`config.mk`:
```
export PLATFORM = sky130hd
export DESIGN_NAME = cnc_arc_top
export DESIGN_NICKNAME = d
export VERILOG_FILES = /design/src/verilog/motion_pkg.sv /design/src/verilog/op_pkg.sv /design/src/verilog/cnc_arc_top.sv /design/src/verilog/step_pulse_gen.sv /design/src/verilog/circular_op_handler.sv /design/src/verilog/position_keeper.sv
export VERILOG_INCLUDE_DIRS = /design/src /design/src/verilog
export SDC_FILE = /design/constraint.sdc
export NUM_CORES = 2
export LEC_CHECK = 0
export BUFFER_PORTS_ARGS = -buffer_cell sky130_fd_sc_hd__buf_2
export CAP_MARGIN = 5
export CORE_MARGIN = 1
export CORE_UTILIZATION = 46
export CTS_CLUSTER_DIAMETER = 120
export DETAILED_ROUTE_END_ITERATION = 12
export PLACE_DENSITY = 0.69
export SLEW_MARGIN = 10
export SYNTH_ARGS = -nofsm -noshare
export SYNTH_HDL_FRONTEND = slang
export SYNTH_SLANG_ARGS = --single-unit
```
`constraint.sdc`:
```
create_clock -name handler_intf -period 23.4 [get_ports handler_intf]
set_input_delay 1.17 -clock handler_intf [delete_from_list [all_inputs] [get_ports handler_intf]]
set_output_delay 1.17 -clock handler_intf [all_outputs]
set_load 0.01 [all_outputs]
```
`src/verilog/cnc_arc_defines.svh`:
```
`ifndef CNC_ARC_DEFINES_SVH
`define CNC_ARC_DEFINES_SVH

// axis position widths in bits.
`define CNC_POS_X_BITS 16
`define CNC_POS_Y_BITS 16

// operand width, operands are signed.
`define CNC_ARG_BITS 16

// step pulse high time in clock cycles.
`define CNC_PULSE_HIGH 4

// minimum low time after a pulse, in clock cycles.
`define CNC_PULSE_LOW 4

`endif
```
`src/verilog/motion_pkg.sv`:
```
`default_nettype none

`include "cnc_arc_defines.svh"

package motion_pkg;

	// signed tool coordinates, one type per axis.
	typedef logic signed [`CNC_POS_X_BITS-1:0] pos_x_t;
	typedef logic signed [`CNC_POS_Y_BITS-1:0] pos_y_t;

	// direction level of a unit step.
	typedef enum logic {
		DIR_NEG = 1'b0,
		DIR_POS = 1'b1
	} step_dir_t;

endpackage

`default_nettype wire

```
`src/verilog/op_pkg.sv`:
```
`default_nettype none

`include "cnc_arc_defines.svh"

package op_pkg;

	// operation codes accepted by the handler.
	// anything not listed is acknowledged without motion.
	typedef enum logic [2:0] {
		OP_CMD_NOP = 3'd0,
		OP_CMD_G02 = 3'd1,
		OP_CMD_G03 = 3'd2,
		OP_CMD_G90 = 3'd3,
		OP_CMD_G91 = 3'd4
	} op_cmd_t;

	// one signed operand.
	// for arcs, arg_1/arg_2 are the end point and arg_3/arg_4 the centre offset.
	typedef logic signed [`CNC_ARG_BITS-1:0] op_arg_t;

endpackage

`default_nettype wire

```
`src/verilog/cnc_arc_top.sv`:
```
`timescale 1ns/1ps
`default_nettype none

module cnc_arc_top (
	input wire logic handler_intf,
	input wire logic rst_n,
	input wire logic req,
	input wire op_pkg::op_cmd_t cmd,
	input wire op_pkg::op_arg_t arg_1,
	input wire op_pkg::op_arg_t arg_2,
	input wire op_pkg::op_arg_t arg_3,
	input wire op_pkg::op_arg_t arg_4,
	output logic ack,
	output logic step_x,
	output motion_pkg::step_dir_t dir_x,
	output logic step_y,
	output motion_pkg::step_dir_t dir_y,
	output motion_pkg::pos_x_t pos_x,
	output motion_pkg::pos_y_t pos_y
);

	logic mode_wr;
	logic mode_abs;
	logic abs_mode;
	logic move_x;
	logic move_y;
	motion_pkg::step_dir_t move_dir_x;
	motion_pkg::step_dir_t move_dir_y;
	logic start_x;
	logic start_y;
	logic busy_x;
	logic busy_y;

	circular_op_handler u_handler (
		.handler_intf(handler_intf),
		.rst_n(rst_n),
		.req(req),
		.cmd(cmd),
		.arg_1(arg_1),
		.arg_2(arg_2),
		.arg_3(arg_3),
		.arg_4(arg_4),
		.pos_x(pos_x),
		.pos_y(pos_y),
		.abs_mode(abs_mode),
		.busy_x(busy_x),
		.busy_y(busy_y),
		.ack(ack),
		.mode_wr(mode_wr),
		.mode_abs(mode_abs),
		.move_x(move_x),
		.move_dir_x(move_dir_x),
		.move_y(move_y),
		.move_dir_y(move_dir_y),
		.start_x(start_x),
		.start_y(start_y)
	);

	position_keeper u_keeper (
		.handler_intf(handler_intf),
		.rst_n(rst_n),
		.mode_wr(mode_wr),
		.mode_abs(mode_abs),
		.move_x(move_x),
		.move_dir_x(move_dir_x),
		.move_y(move_y),
		.move_dir_y(move_dir_y),
		.pos_x(pos_x),
		.pos_y(pos_y),
		.abs_mode(abs_mode)
	);

	// the move direction doubles as the step direction.
	step_pulse_gen #(.count_t(motion_pkg::pos_x_t)) u_step_x (
		.handler_intf(handler_intf),
		.rst_n(rst_n),
		.start(start_x),
		.dir(move_dir_x),
		.step(step_x),
		.dir_out(dir_x),
		.busy(busy_x)
	);

	step_pulse_gen #(.count_t(motion_pkg::pos_y_t)) u_step_y (
		.handler_intf(handler_intf),
		.rst_n(rst_n),
		.start(start_y),
		.dir(move_dir_y),
		.step(step_y),
		.dir_out(dir_y),
		.busy(busy_y)
	);

endmodule

`default_nettype wire

```
`src/verilog/step_pulse_gen.sv`:
```
`timescale 1ns/1ps
`default_nettype none

`include "cnc_arc_defines.svh"

module step_pulse_gen #(
	parameter type count_t = motion_pkg::pos_x_t
) (
	input wire logic handler_intf,
	input wire logic rst_n,
	input wire logic start,
	input wire motion_pkg::step_dir_t dir,
	output logic step,
	output motion_pkg::step_dir_t dir_out,
	output logic busy
);

	localparam int PH = `CNC_PULSE_HIGH;
	localparam int PL = `CNC_PULSE_LOW;
	localparam int TW = $clog2((PH > PL ? PH : PL) + 1);
	localparam int NB = $bits(count_t);
	localparam count_t NET_MAX = count_t'({1'b0, {(NB-1){1'b1}}});
	localparam count_t NET_MIN = count_t'({1'b1, {(NB-1){1'b0}}});

	logic [TW-1:0] timer;
	logic fire;
	count_t net_steps;

	// a start during a pulse is dropped.
	assign fire = start && !busy;

	// busy with step high is the high phase, busy with step low the low phase.
	always_ff @(posedge handler_intf) begin
		if (!rst_n) begin
			step <= 1'b0;
			busy <= 1'b0;
			timer <= '0;
		end else if (fire) begin
			step <= 1'b1;
			busy <= 1'b1;
			timer <= TW'(PH - 1);
		end else if (busy) begin
			if (timer != '0) begin
				timer <= timer - 1'b1;
			end else if (step) begin
				step <= 1'b0;
				timer <= TW'(PL - 1);
			end else begin
				busy <= 1'b0;
			end
		end
	end

	// dir_out holds until the next pulse.
	always_ff @(posedge handler_intf) begin
		if (fire)
			dir_out <= dir;
	end

	// net steps taken on this axis.
	always_ff @(posedge handler_intf) begin
		if (!rst_n) begin
			net_steps <= '0;
		end else if (fire) begin
			if (dir == motion_pkg::DIR_POS)
				net_steps <= net_steps + count_t'(1);
			else
				net_steps <= net_steps - count_t'(1);
		end
	end

	a_net_no_overflow : assert property (
		@(posedge handler_intf) disable iff (!rst_n)
		fire |-> (dir == motion_pkg::DIR_POS) ? net_steps != NET_MAX : net_steps != NET_MIN
	);

endmodule

`default_nettype wire

```
`src/verilog/circular_op_handler.sv`:
```
`timescale 1ns/1ps
`default_nettype none

`include "cnc_arc_defines.svh"

module circular_op_handler (
	input wire logic handler_intf,
	input wire logic rst_n,
	input wire logic req,
	input wire op_pkg::op_cmd_t cmd,
	input wire op_pkg::op_arg_t arg_1,
	input wire op_pkg::op_arg_t arg_2,
	input wire op_pkg::op_arg_t arg_3,
	input wire op_pkg::op_arg_t arg_4,
	input wire motion_pkg::pos_x_t pos_x,
	input wire motion_pkg::pos_y_t pos_y,
	input wire logic abs_mode,
	input wire logic busy_x,
	input wire logic busy_y,
	output logic ack,
	output logic mode_wr,
	output logic mode_abs,
	output logic move_x,
	output motion_pkg::step_dir_t move_dir_x,
	output logic move_y,
	output motion_pkg::step_dir_t move_dir_y,
	output logic start_x,
	output logic start_y
);

	// two guard bits so centre-relative coordinates never wrap.
	localparam int CW = `CNC_ARG_BITS + 2;
	localparam int EW = 2 * CW + 2;

	typedef logic signed [CW-1:0] crd_t;
	typedef logic signed [EW-1:0] err_t;

	typedef enum logic [2:0] {
		S_IDLE, S_DECODE, S_PLAN, S_RUN, S_ISSUE, S_GAP, S_DONE, S_WAIT_LOW
	} state_t;

	state_t state;
	op_pkg::op_cmd_t cmd_q;
	op_pkg::op_arg_t arg_1_q, arg_2_q, arg_3_q, arg_4_q;
	crd_t cen_x, cen_y, end_x, end_y;
	crd_t cur_x, cur_y, end_rx, end_ry, gap_x, gap_y;
	crd_t mag_x, mag_y, a, b;
	err_t err, e1, e2;
	logic pend_x, pend_y, in_run, axes_idle;
	logic cw, x_prim, b_neg, sa_pos, sb_pos, partner, near_end;
	logic plan_step, run_x, run_y, issue_x, issue_y;

	// error change of one unit step on a coordinate c, (c+-1)^2 - c^2.
	function automatic err_t step_delta(input crd_t c, input logic pos);
		err_t w;
		w = c;
		return pos ? (w <<< 1) + err_t'(1) : err_t'(1) - (w <<< 1);
	endfunction

	function automatic err_t err_mag(input err_t e);
		return e[EW-1] ? -e : e;
	endfunction

	function automatic logic [2:0] octant(input crd_t x, input crd_t y);
		crd_t ax, ay;
		ax = x[CW-1] ? -x : x;
		ay = y[CW-1] ? -y : y;
		return {x[CW-1], y[CW-1], ax <= ay};
	endfunction

	assign cen_x = pos_x + arg_3_q;
	assign cen_y = pos_y + arg_4_q;
	assign end_x = abs_mode ? arg_1_q : pos_x + arg_1_q;
	assign end_y = abs_mode ? arg_2_q : pos_y + arg_2_q;

	// the point steps along the axis where its offset from the centre is smaller.
	assign mag_x = cur_x[CW-1] ? -cur_x : cur_x;
	assign mag_y = cur_y[CW-1] ? -cur_y : cur_y;
	assign x_prim = mag_x <= mag_y;
	assign a = x_prim ? cur_x : cur_y;
	assign b = x_prim ? cur_y : cur_x;
	assign b_neg = b[CW-1];
	assign cw = cmd_q == op_pkg::OP_CMD_G02;
	assign sa_pos = (cw == x_prim) ? !b_neg : b_neg;

	// partner step goes toward the circle, taken only if it shrinks the error.
	assign e1 = err + step_delta(a, sa_pos);
	assign sb_pos = (e1 > 0) ~^ b_neg;
	assign e2 = e1 + step_delta(b, sb_pos);
	assign partner = err_mag(e2) < err_mag(e1);

	assign gap_x = cur_x - end_rx;
	assign gap_y = cur_y - end_ry;
	assign near_end = gap_x >= -1 && gap_x <= 1 && gap_y >= -1 && gap_y <= 1 &&
		octant(cur_x, cur_y) == octant(end_rx, end_ry);

	assign axes_idle = !busy_x && !busy_y;
	assign plan_step = state == S_PLAN && !near_end;
	assign run_x = state == S_RUN && gap_x != 0;
	assign run_y = state == S_RUN && gap_x == 0 && gap_y != 0;
	assign issue_x = state == S_ISSUE && axes_idle && pend_x;
	assign issue_y = state == S_ISSUE && axes_idle && !pend_x && pend_y;

	always_ff @(posedge handler_intf) begin
		if (!rst_n) begin
			state <= S_IDLE;
			ack <= 1'b0;
			mode_wr <= 1'b0;
			move_x <= 1'b0;
			move_y <= 1'b0;
			start_x <= 1'b0;
			start_y <= 1'b0;
			pend_x <= 1'b0;
			pend_y <= 1'b0;
			in_run <= 1'b0;
		end else begin
			mode_wr <= 1'b0;
			move_x <= 1'b0;
			move_y <= 1'b0;
			start_x <= 1'b0;
			start_y <= 1'b0;
			case (state)
			S_IDLE: if (req) state <= S_DECODE;
			S_DECODE: begin
				case (cmd_q)
				op_pkg::OP_CMD_G90, op_pkg::OP_CMD_G91: begin
					mode_wr <= 1'b1;
					state <= S_DONE;
				end
				op_pkg::OP_CMD_G02, op_pkg::OP_CMD_G03: begin
					in_run <= 1'b0;
					state <= S_PLAN;
				end
				default: state <= S_DONE;
				endcase
			end
			S_PLAN: begin
				if (near_end) begin
					in_run <= 1'b1;
					state <= S_RUN;
				end else begin
					pend_x <= x_prim || partner;
					pend_y <= !x_prim || partner;
					state <= S_ISSUE;
				end
			end
			S_RUN: begin
				if (run_x) pend_x <= 1'b1;
				if (run_y) pend_y <= 1'b1;
				state <= (run_x || run_y) ? S_ISSUE : S_DONE;
			end
			S_ISSUE: begin
				// x goes first, so only one axis pulses at a time.
				if (issue_x) begin
					start_x <= 1'b1;
					move_x <= 1'b1;
					pend_x <= 1'b0;
					state <= S_GAP;
				end else if (issue_y) begin
					start_y <= 1'b1;
					move_y <= 1'b1;
					pend_y <= 1'b0;
					state <= S_GAP;
				end else if (!pend_x && !pend_y) begin
					state <= in_run ? S_RUN : S_PLAN;
				end
			end
			// one spare cycle lets busy rise before the next start.
			S_GAP: state <= S_ISSUE;
			S_DONE: begin
				ack <= 1'b1;
				state <= S_WAIT_LOW;
			end
			S_WAIT_LOW: begin
				if (!req) begin
					ack <= 1'b0;
					state <= S_IDLE;
				end
			end
			default: state <= S_IDLE;
			endcase
		end
	end

	always_ff @(posedge handler_intf) begin
		if (state == S_IDLE && req) begin
			cmd_q <= cmd;
			arg_1_q <= arg_1;
			arg_2_q <= arg_2;
			arg_3_q <= arg_3;
			arg_4_q <= arg_4;
		end
		// the start point defines r^2, so the error starts at zero.
		if (state == S_DECODE) begin
			mode_abs <= cmd_q == op_pkg::OP_CMD_G90;
			cur_x <= pos_x - cen_x;
			cur_y <= pos_y - cen_y;
			end_rx <= end_x - cen_x;
			end_ry <= end_y - cen_y;
			err <= '0;
		end
		if (plan_step) begin
			move_dir_x <= motion_pkg::step_dir_t'(x_prim ? sa_pos : sb_pos);
			move_dir_y <= motion_pkg::step_dir_t'(x_prim ? sb_pos : sa_pos);
		end
		if (run_x) move_dir_x <= gap_x < 0 ? motion_pkg::DIR_POS : motion_pkg::DIR_NEG;
		if (run_y) move_dir_y <= gap_y < 0 ? motion_pkg::DIR_POS : motion_pkg::DIR_NEG;
		if (issue_x) begin
			cur_x <= move_dir_x == motion_pkg::DIR_POS ? cur_x + crd_t'(1) : cur_x - crd_t'(1);
			err <= err + step_delta(cur_x, move_dir_x == motion_pkg::DIR_POS);
		end
		if (issue_y) begin
			cur_y <= move_dir_y == motion_pkg::DIR_POS ? cur_y + crd_t'(1) : cur_y - crd_t'(1);
			err <= err + step_delta(cur_y, move_dir_y == motion_pkg::DIR_POS);
		end
	end

	a_ack_needs_req : assert property (
		@(posedge handler_intf) disable iff (!rst_n)
		$rose(ack) |-> req
	);

	a_start_x_idle : assert property (
		@(posedge handler_intf) disable iff (!rst_n)
		start_x |-> !busy_x
	);

	a_start_y_idle : assert property (
		@(posedge handler_intf) disable iff (!rst_n)
		start_y |-> !busy_y
	);

endmodule

`default_nettype wire

```
`src/verilog/position_keeper.sv`:
```
`timescale 1ns/1ps
`default_nettype none

module position_keeper (
	input wire logic handler_intf,
	input wire logic rst_n,
	input wire logic mode_wr,
	input wire logic mode_abs,
	input wire logic move_x,
	input wire motion_pkg::step_dir_t move_dir_x,
	input wire logic move_y,
	input wire motion_pkg::step_dir_t move_dir_y,
	output motion_pkg::pos_x_t pos_x,
	output motion_pkg::pos_y_t pos_y,
	output logic abs_mode
);

	// absolute mode is the power-up default.
	always_ff @(posedge handler_intf) begin
		if (!rst_n) begin
			abs_mode <= 1'b1;
		end else if (mode_wr) begin
			abs_mode <= mode_abs;
		end
	end

	always_ff @(posedge handler_intf) begin
		if (!rst_n) begin
			pos_x <= '0;
		end else if (move_x) begin
			if (move_dir_x == motion_pkg::DIR_POS)
				pos_x <= pos_x + motion_pkg::pos_x_t'(1);
			else
				pos_x <= pos_x - motion_pkg::pos_x_t'(1);
		end
	end

	always_ff @(posedge handler_intf) begin
		if (!rst_n) begin
			pos_y <= '0;
		end else if (move_y) begin
			if (move_dir_y == motion_pkg::DIR_POS)
				pos_y <= pos_y + motion_pkg::pos_y_t'(1);
			else
				pos_y <= pos_y - motion_pkg::pos_y_t'(1);
		end
	end

	// mode changes only happen between operations, never mid-arc.
	a_no_move_on_mode_wr : assert property (
		@(posedge handler_intf) disable iff (!rst_n)
		(move_x || move_y) |-> !mode_wr
	);

endmodule

`default_nettype wire

```
==> summary.md <==
| Metric | Value |
|---|---|
| Area Growth Syn to Fin | `7.578%` |
| Gr usage total | `0.2379` |
| Unique masters post-synth | `between 100 and 150` |
| Die H | `~270 um` |
| Fillers | `6683` |
| ANT nets after route | `0` |
| Critical Path AT | `approximately 19 ns` |
| Setup Skew | `approximately 0.050 ns` |
| Final hold viol count | `0` |
| First-pass detailed-route iteration total | `6` |
| Via Count | `around 29000` |
| Slowest CP cell | `mux2i_2` |
| Crit path kind | `reg -> reg` |
| Final WL | `between 80000 and 90000 um` |
| Largest net degree at the start of global routing | `55` |
| H-tree depth | `1` |
| CTS sink cnt | `~240` |
| Outcome | `completed` |
| Num CTS Buffers | `28` |
| Reg2Reg Depth | `between 60 and 70` |
| WL per Instance | `around 17 um` |
| Clock transition at path regs | `~0.070 ns` |
| Post-CTS sizing | `0` |
| Drt via density | `5.743` |
| Final net count | `between 4000 and 5000` |
| Area occupied by registers | `approximately 6500 um^2` |
| Core Rows | `96` |
| Vias in the first global route | `around 27000` |
| RSZ-0062 raised after global routing | `no` |
| DRC Markers | `0` |
| First-pass GRT wire length | `139000 um` |
| Multi-input gate area | `24300 um^2` |
| Sequential fraction of the synthesis area | `0.2021` |
| Crit Path Max Fanout | `37` |
| Cell count after synthesis | `~4000` |
| # Post-CTS Setup Buffers | `0` |
| Min cycle time layout | `18.90 ns` |
| Initial antenna violation count | `0` |
| Worst rel slew slack | `0.2580` |
| Hold Path Cell Cnt | `2` |
| Initial Util | `0.4676` |
| Async SR Flop Fraction | `0` |
| Final GP Congestion | `0.9268` |
| Fmax | `about 53 MHz` |
| Synthesized Nets | `about 4600` |
| Avg Cell Area, Syn | `around 8.0 um^2` |
| CTS Buffer Depth | `3` |
| Warnings, synthesis | `0` |
| Die W | `267.0 um` |
| Setup violations, final | `0` |
| Buffers on Ports | `approximately 110` |
| CTS tree | `yes` |
| WP data required | `about 24 ns` |
| Total gr overflow | `0` |
| Worst Tran Pin Value | `approximately 1.1 ns` |
| # IOs | `about 110` |
| Max Transition Viols Final | `0` |
| Setup crit start kind | `register` |
| Flop and latch count out of synthesis | `~240` |
| Setup TNS Final | `0 ns` |
| Core ar. | `around 69000 um^2` |
| Most frequent CP cell | `a21o_1` |
| Ratio of cells with drive above 1 in the final layout | `0.05884` |
| Initial drt markers | `2017` |
| Root Driver | `clkbuf_16` |
| Post-CTS Hold Buffers | `0` |
| Crit. End Element | `register` |
| Clock latency on the worst-skew pair | `0.60 ns` |
| Slowest cell delay on critical path | `0.87 ns` |
| Worst min path class | `reg -> reg` |
| Crit share post-route | `0.8078` |
| Total of max-cap violations | `0` |
| Post-DP HPWL | `a little under 70000 um` |
| Die area | `71270 um^2` |
| Ant. Diodes | `0` |
| Post-Syn Area | `approximately 32000 um^2` |
| Top FF cell, synth | `edfxtp_1` |
| Post-synth EDFFs | `between 150 and 200` |
per-stage QoR:
| step | hold WS [ns] | setup WS (ns) | util | area (um^2) | std cells |
|---|---|---|---|---|---|
| final | 0.4632 | 4.497 | 0.5030 | 34740 | 5010 |
| after global routing | 0.5025 | 3.348 | 0.5030 | 34740 | 5010 |
| after CTS | 0.4644 | 4.664 | 0.5030 | 34740 | 5010 |
| after detailed placement | 0.4576 | 4.799 | 0.4885 | 33740 | 4958 |
| after global placement | 0.4606 | 5.199 | 0.4885 | 33740 | 4958 |
| after floorplan | 0.4244 | 6.667 | - | 32300 | 4016 |
final timing paths:
path | slack [ns] | end | startpoint
setup / recovery | 4.50 | u_handler.pend_x | u_handler.cur_x[0]
hold / removal | 0.46 | u_keeper.abs_mode | u_handler.mode_abs
setup reg to reg | 4.50 | u_handler.pend_x | u_handler.cur_x[0]
hold reg to reg | 0.46 | u_keeper.abs_mode | u_handler.mode_abs
routing by layer:
layer  part of all wire  vias to the layer above  GRT usage  routed length (um)
li1                   -                    14610          -                   -
met1               0.48                    13380     0.3301               40830
met2               0.45                      667     0.3893               38260
met3              0.053                      116    0.02390                4559
met4              0.027                        0    0.06757                2295
met5                  0                        -          0                   0
cell usage in the layout, fill, tap and decap left out, types with 23 or more instances in the layout:
cell type / n
nor2b_1: 56
nor4_1: 23
a21boi_0: 44
ha_1: 459
or3_1: 34
nand2_1: 298
xor2_1: 157
o21a_1: 40
nor3_1: 103
o22ai_1: 36
nor2_1: 373
o31ai_1: 35
mux2i_1: 52
dfxtp_1: 52
a21oi_1: 374
nand4_1: 30
o21bai_1: 98
inv_1: 268
buf_2: 106
buf_4: 25
clkbuf_16: 28
nand3_1: 81
a31oi_1: 35
o21ai_0: 191
nand2b_1: 52
xnor2_1: 328
a21o_1: 111
and3_1: 38
and2_1: 30
edfxtp_1: 182
Yosys cell counts (17+ instances only):
library cell / number / area [um^2]
nor2_1: 374 / 1404
ha_1: 459 / 5743
dfxtp_1: 53 / 1061
o22ai_1: 36 / 225.2
nor2b_1: 56 / 350.3
nand2_1: 299 / 1122
nand4_1: 30 / 187.7
inv_1: 269 / 1010
o41ai_1: 17 / 148.9
xnor2_1: 328 / 2873
clkbuf_1: 92 / 345.3
a21oi_1: 374 / 1872
mux2i_1: 53 / 530.5
buf_1: 19 / 71.32
or3_1: 34 / 212.7
o31ai_1: 35 / 262.8
a21o_1: 111 / 833.3
nor3_1: 103 / 515.5
a31oi_1: 35 / 219.0
nor4_1: 23 / 143.9
and2_1: 30 / 187.7
nand2b_1: 52 / 325.3
nand3_1: 81 / 405.4
and3_1: 39 / 244.0
xor2_1: 157 / 1375
o21bai_1: 98 / 735.7
o21ai_0: 191 / 955.9
o21a_1: 40 / 300.3
edfxtp_1: 182 / 5465
a21boi_0: 44 / 330.3
a211oi_1: 20 / 150.1
area by class of cell:
class / instances / area share
clock buffer: 36 / 0.02190
inverter: 274 / 0.02960
multi-input combinational: 3387 / 0.6993
clock inverter: 16 / 0.007094
tap: 931 / 0.03353
sequential: 235 / 0.1879
timing repair buffer: 131 / 0.02067
registers in the layout (all words and copies together), names as in the netlist, 3 cells and up:
register and flops:
u_handler.arg_4_q 16, u_step_y.timer 3, u_handler.cur_y 18, u_handler.arg_2_q 16
u_handler.cmd_q 3, u_handler.state 3, u_handler.end_ry 18, u_handler.end_rx 18
u_handler.err 38, u_keeper.pos_x 16, u_handler.arg_1_q 16, u_handler.arg_3_q 16
u_step_x.timer 3, u_handler.cur_x 18, u_keeper.pos_y 16
critical path, delay by kind of cell (launching register included):
family / cells / cell delay [ns]
xor gates and xnor gates: 3 / 0.84
adders and majority gates: 5 / 1.62
and+or+nand+nor: 17 / 4.82
muxes: 1 / 0.87
AOI/OAI and AO/OA: 39 / 9.58
DFF: 1 / 0.36
buffers and inverters: 2 / 0.57
cell families after synthesis:
logic type	count (synthesis)	share of synthesized area
xor gates and xnor gates	487	0.1325
AOI/OAI and AO/OA	1159	0.2318
buffers and inverters	394	0.04622
DFF	235	0.2021
muxes	59	0.01852
and+or+nand+nor	1207	0.1811
adders and majority gates	475	0.1877
Power is not shown: default switching activity piles up to over one toggle a cycle in this logic, so the estimate is an artifact.
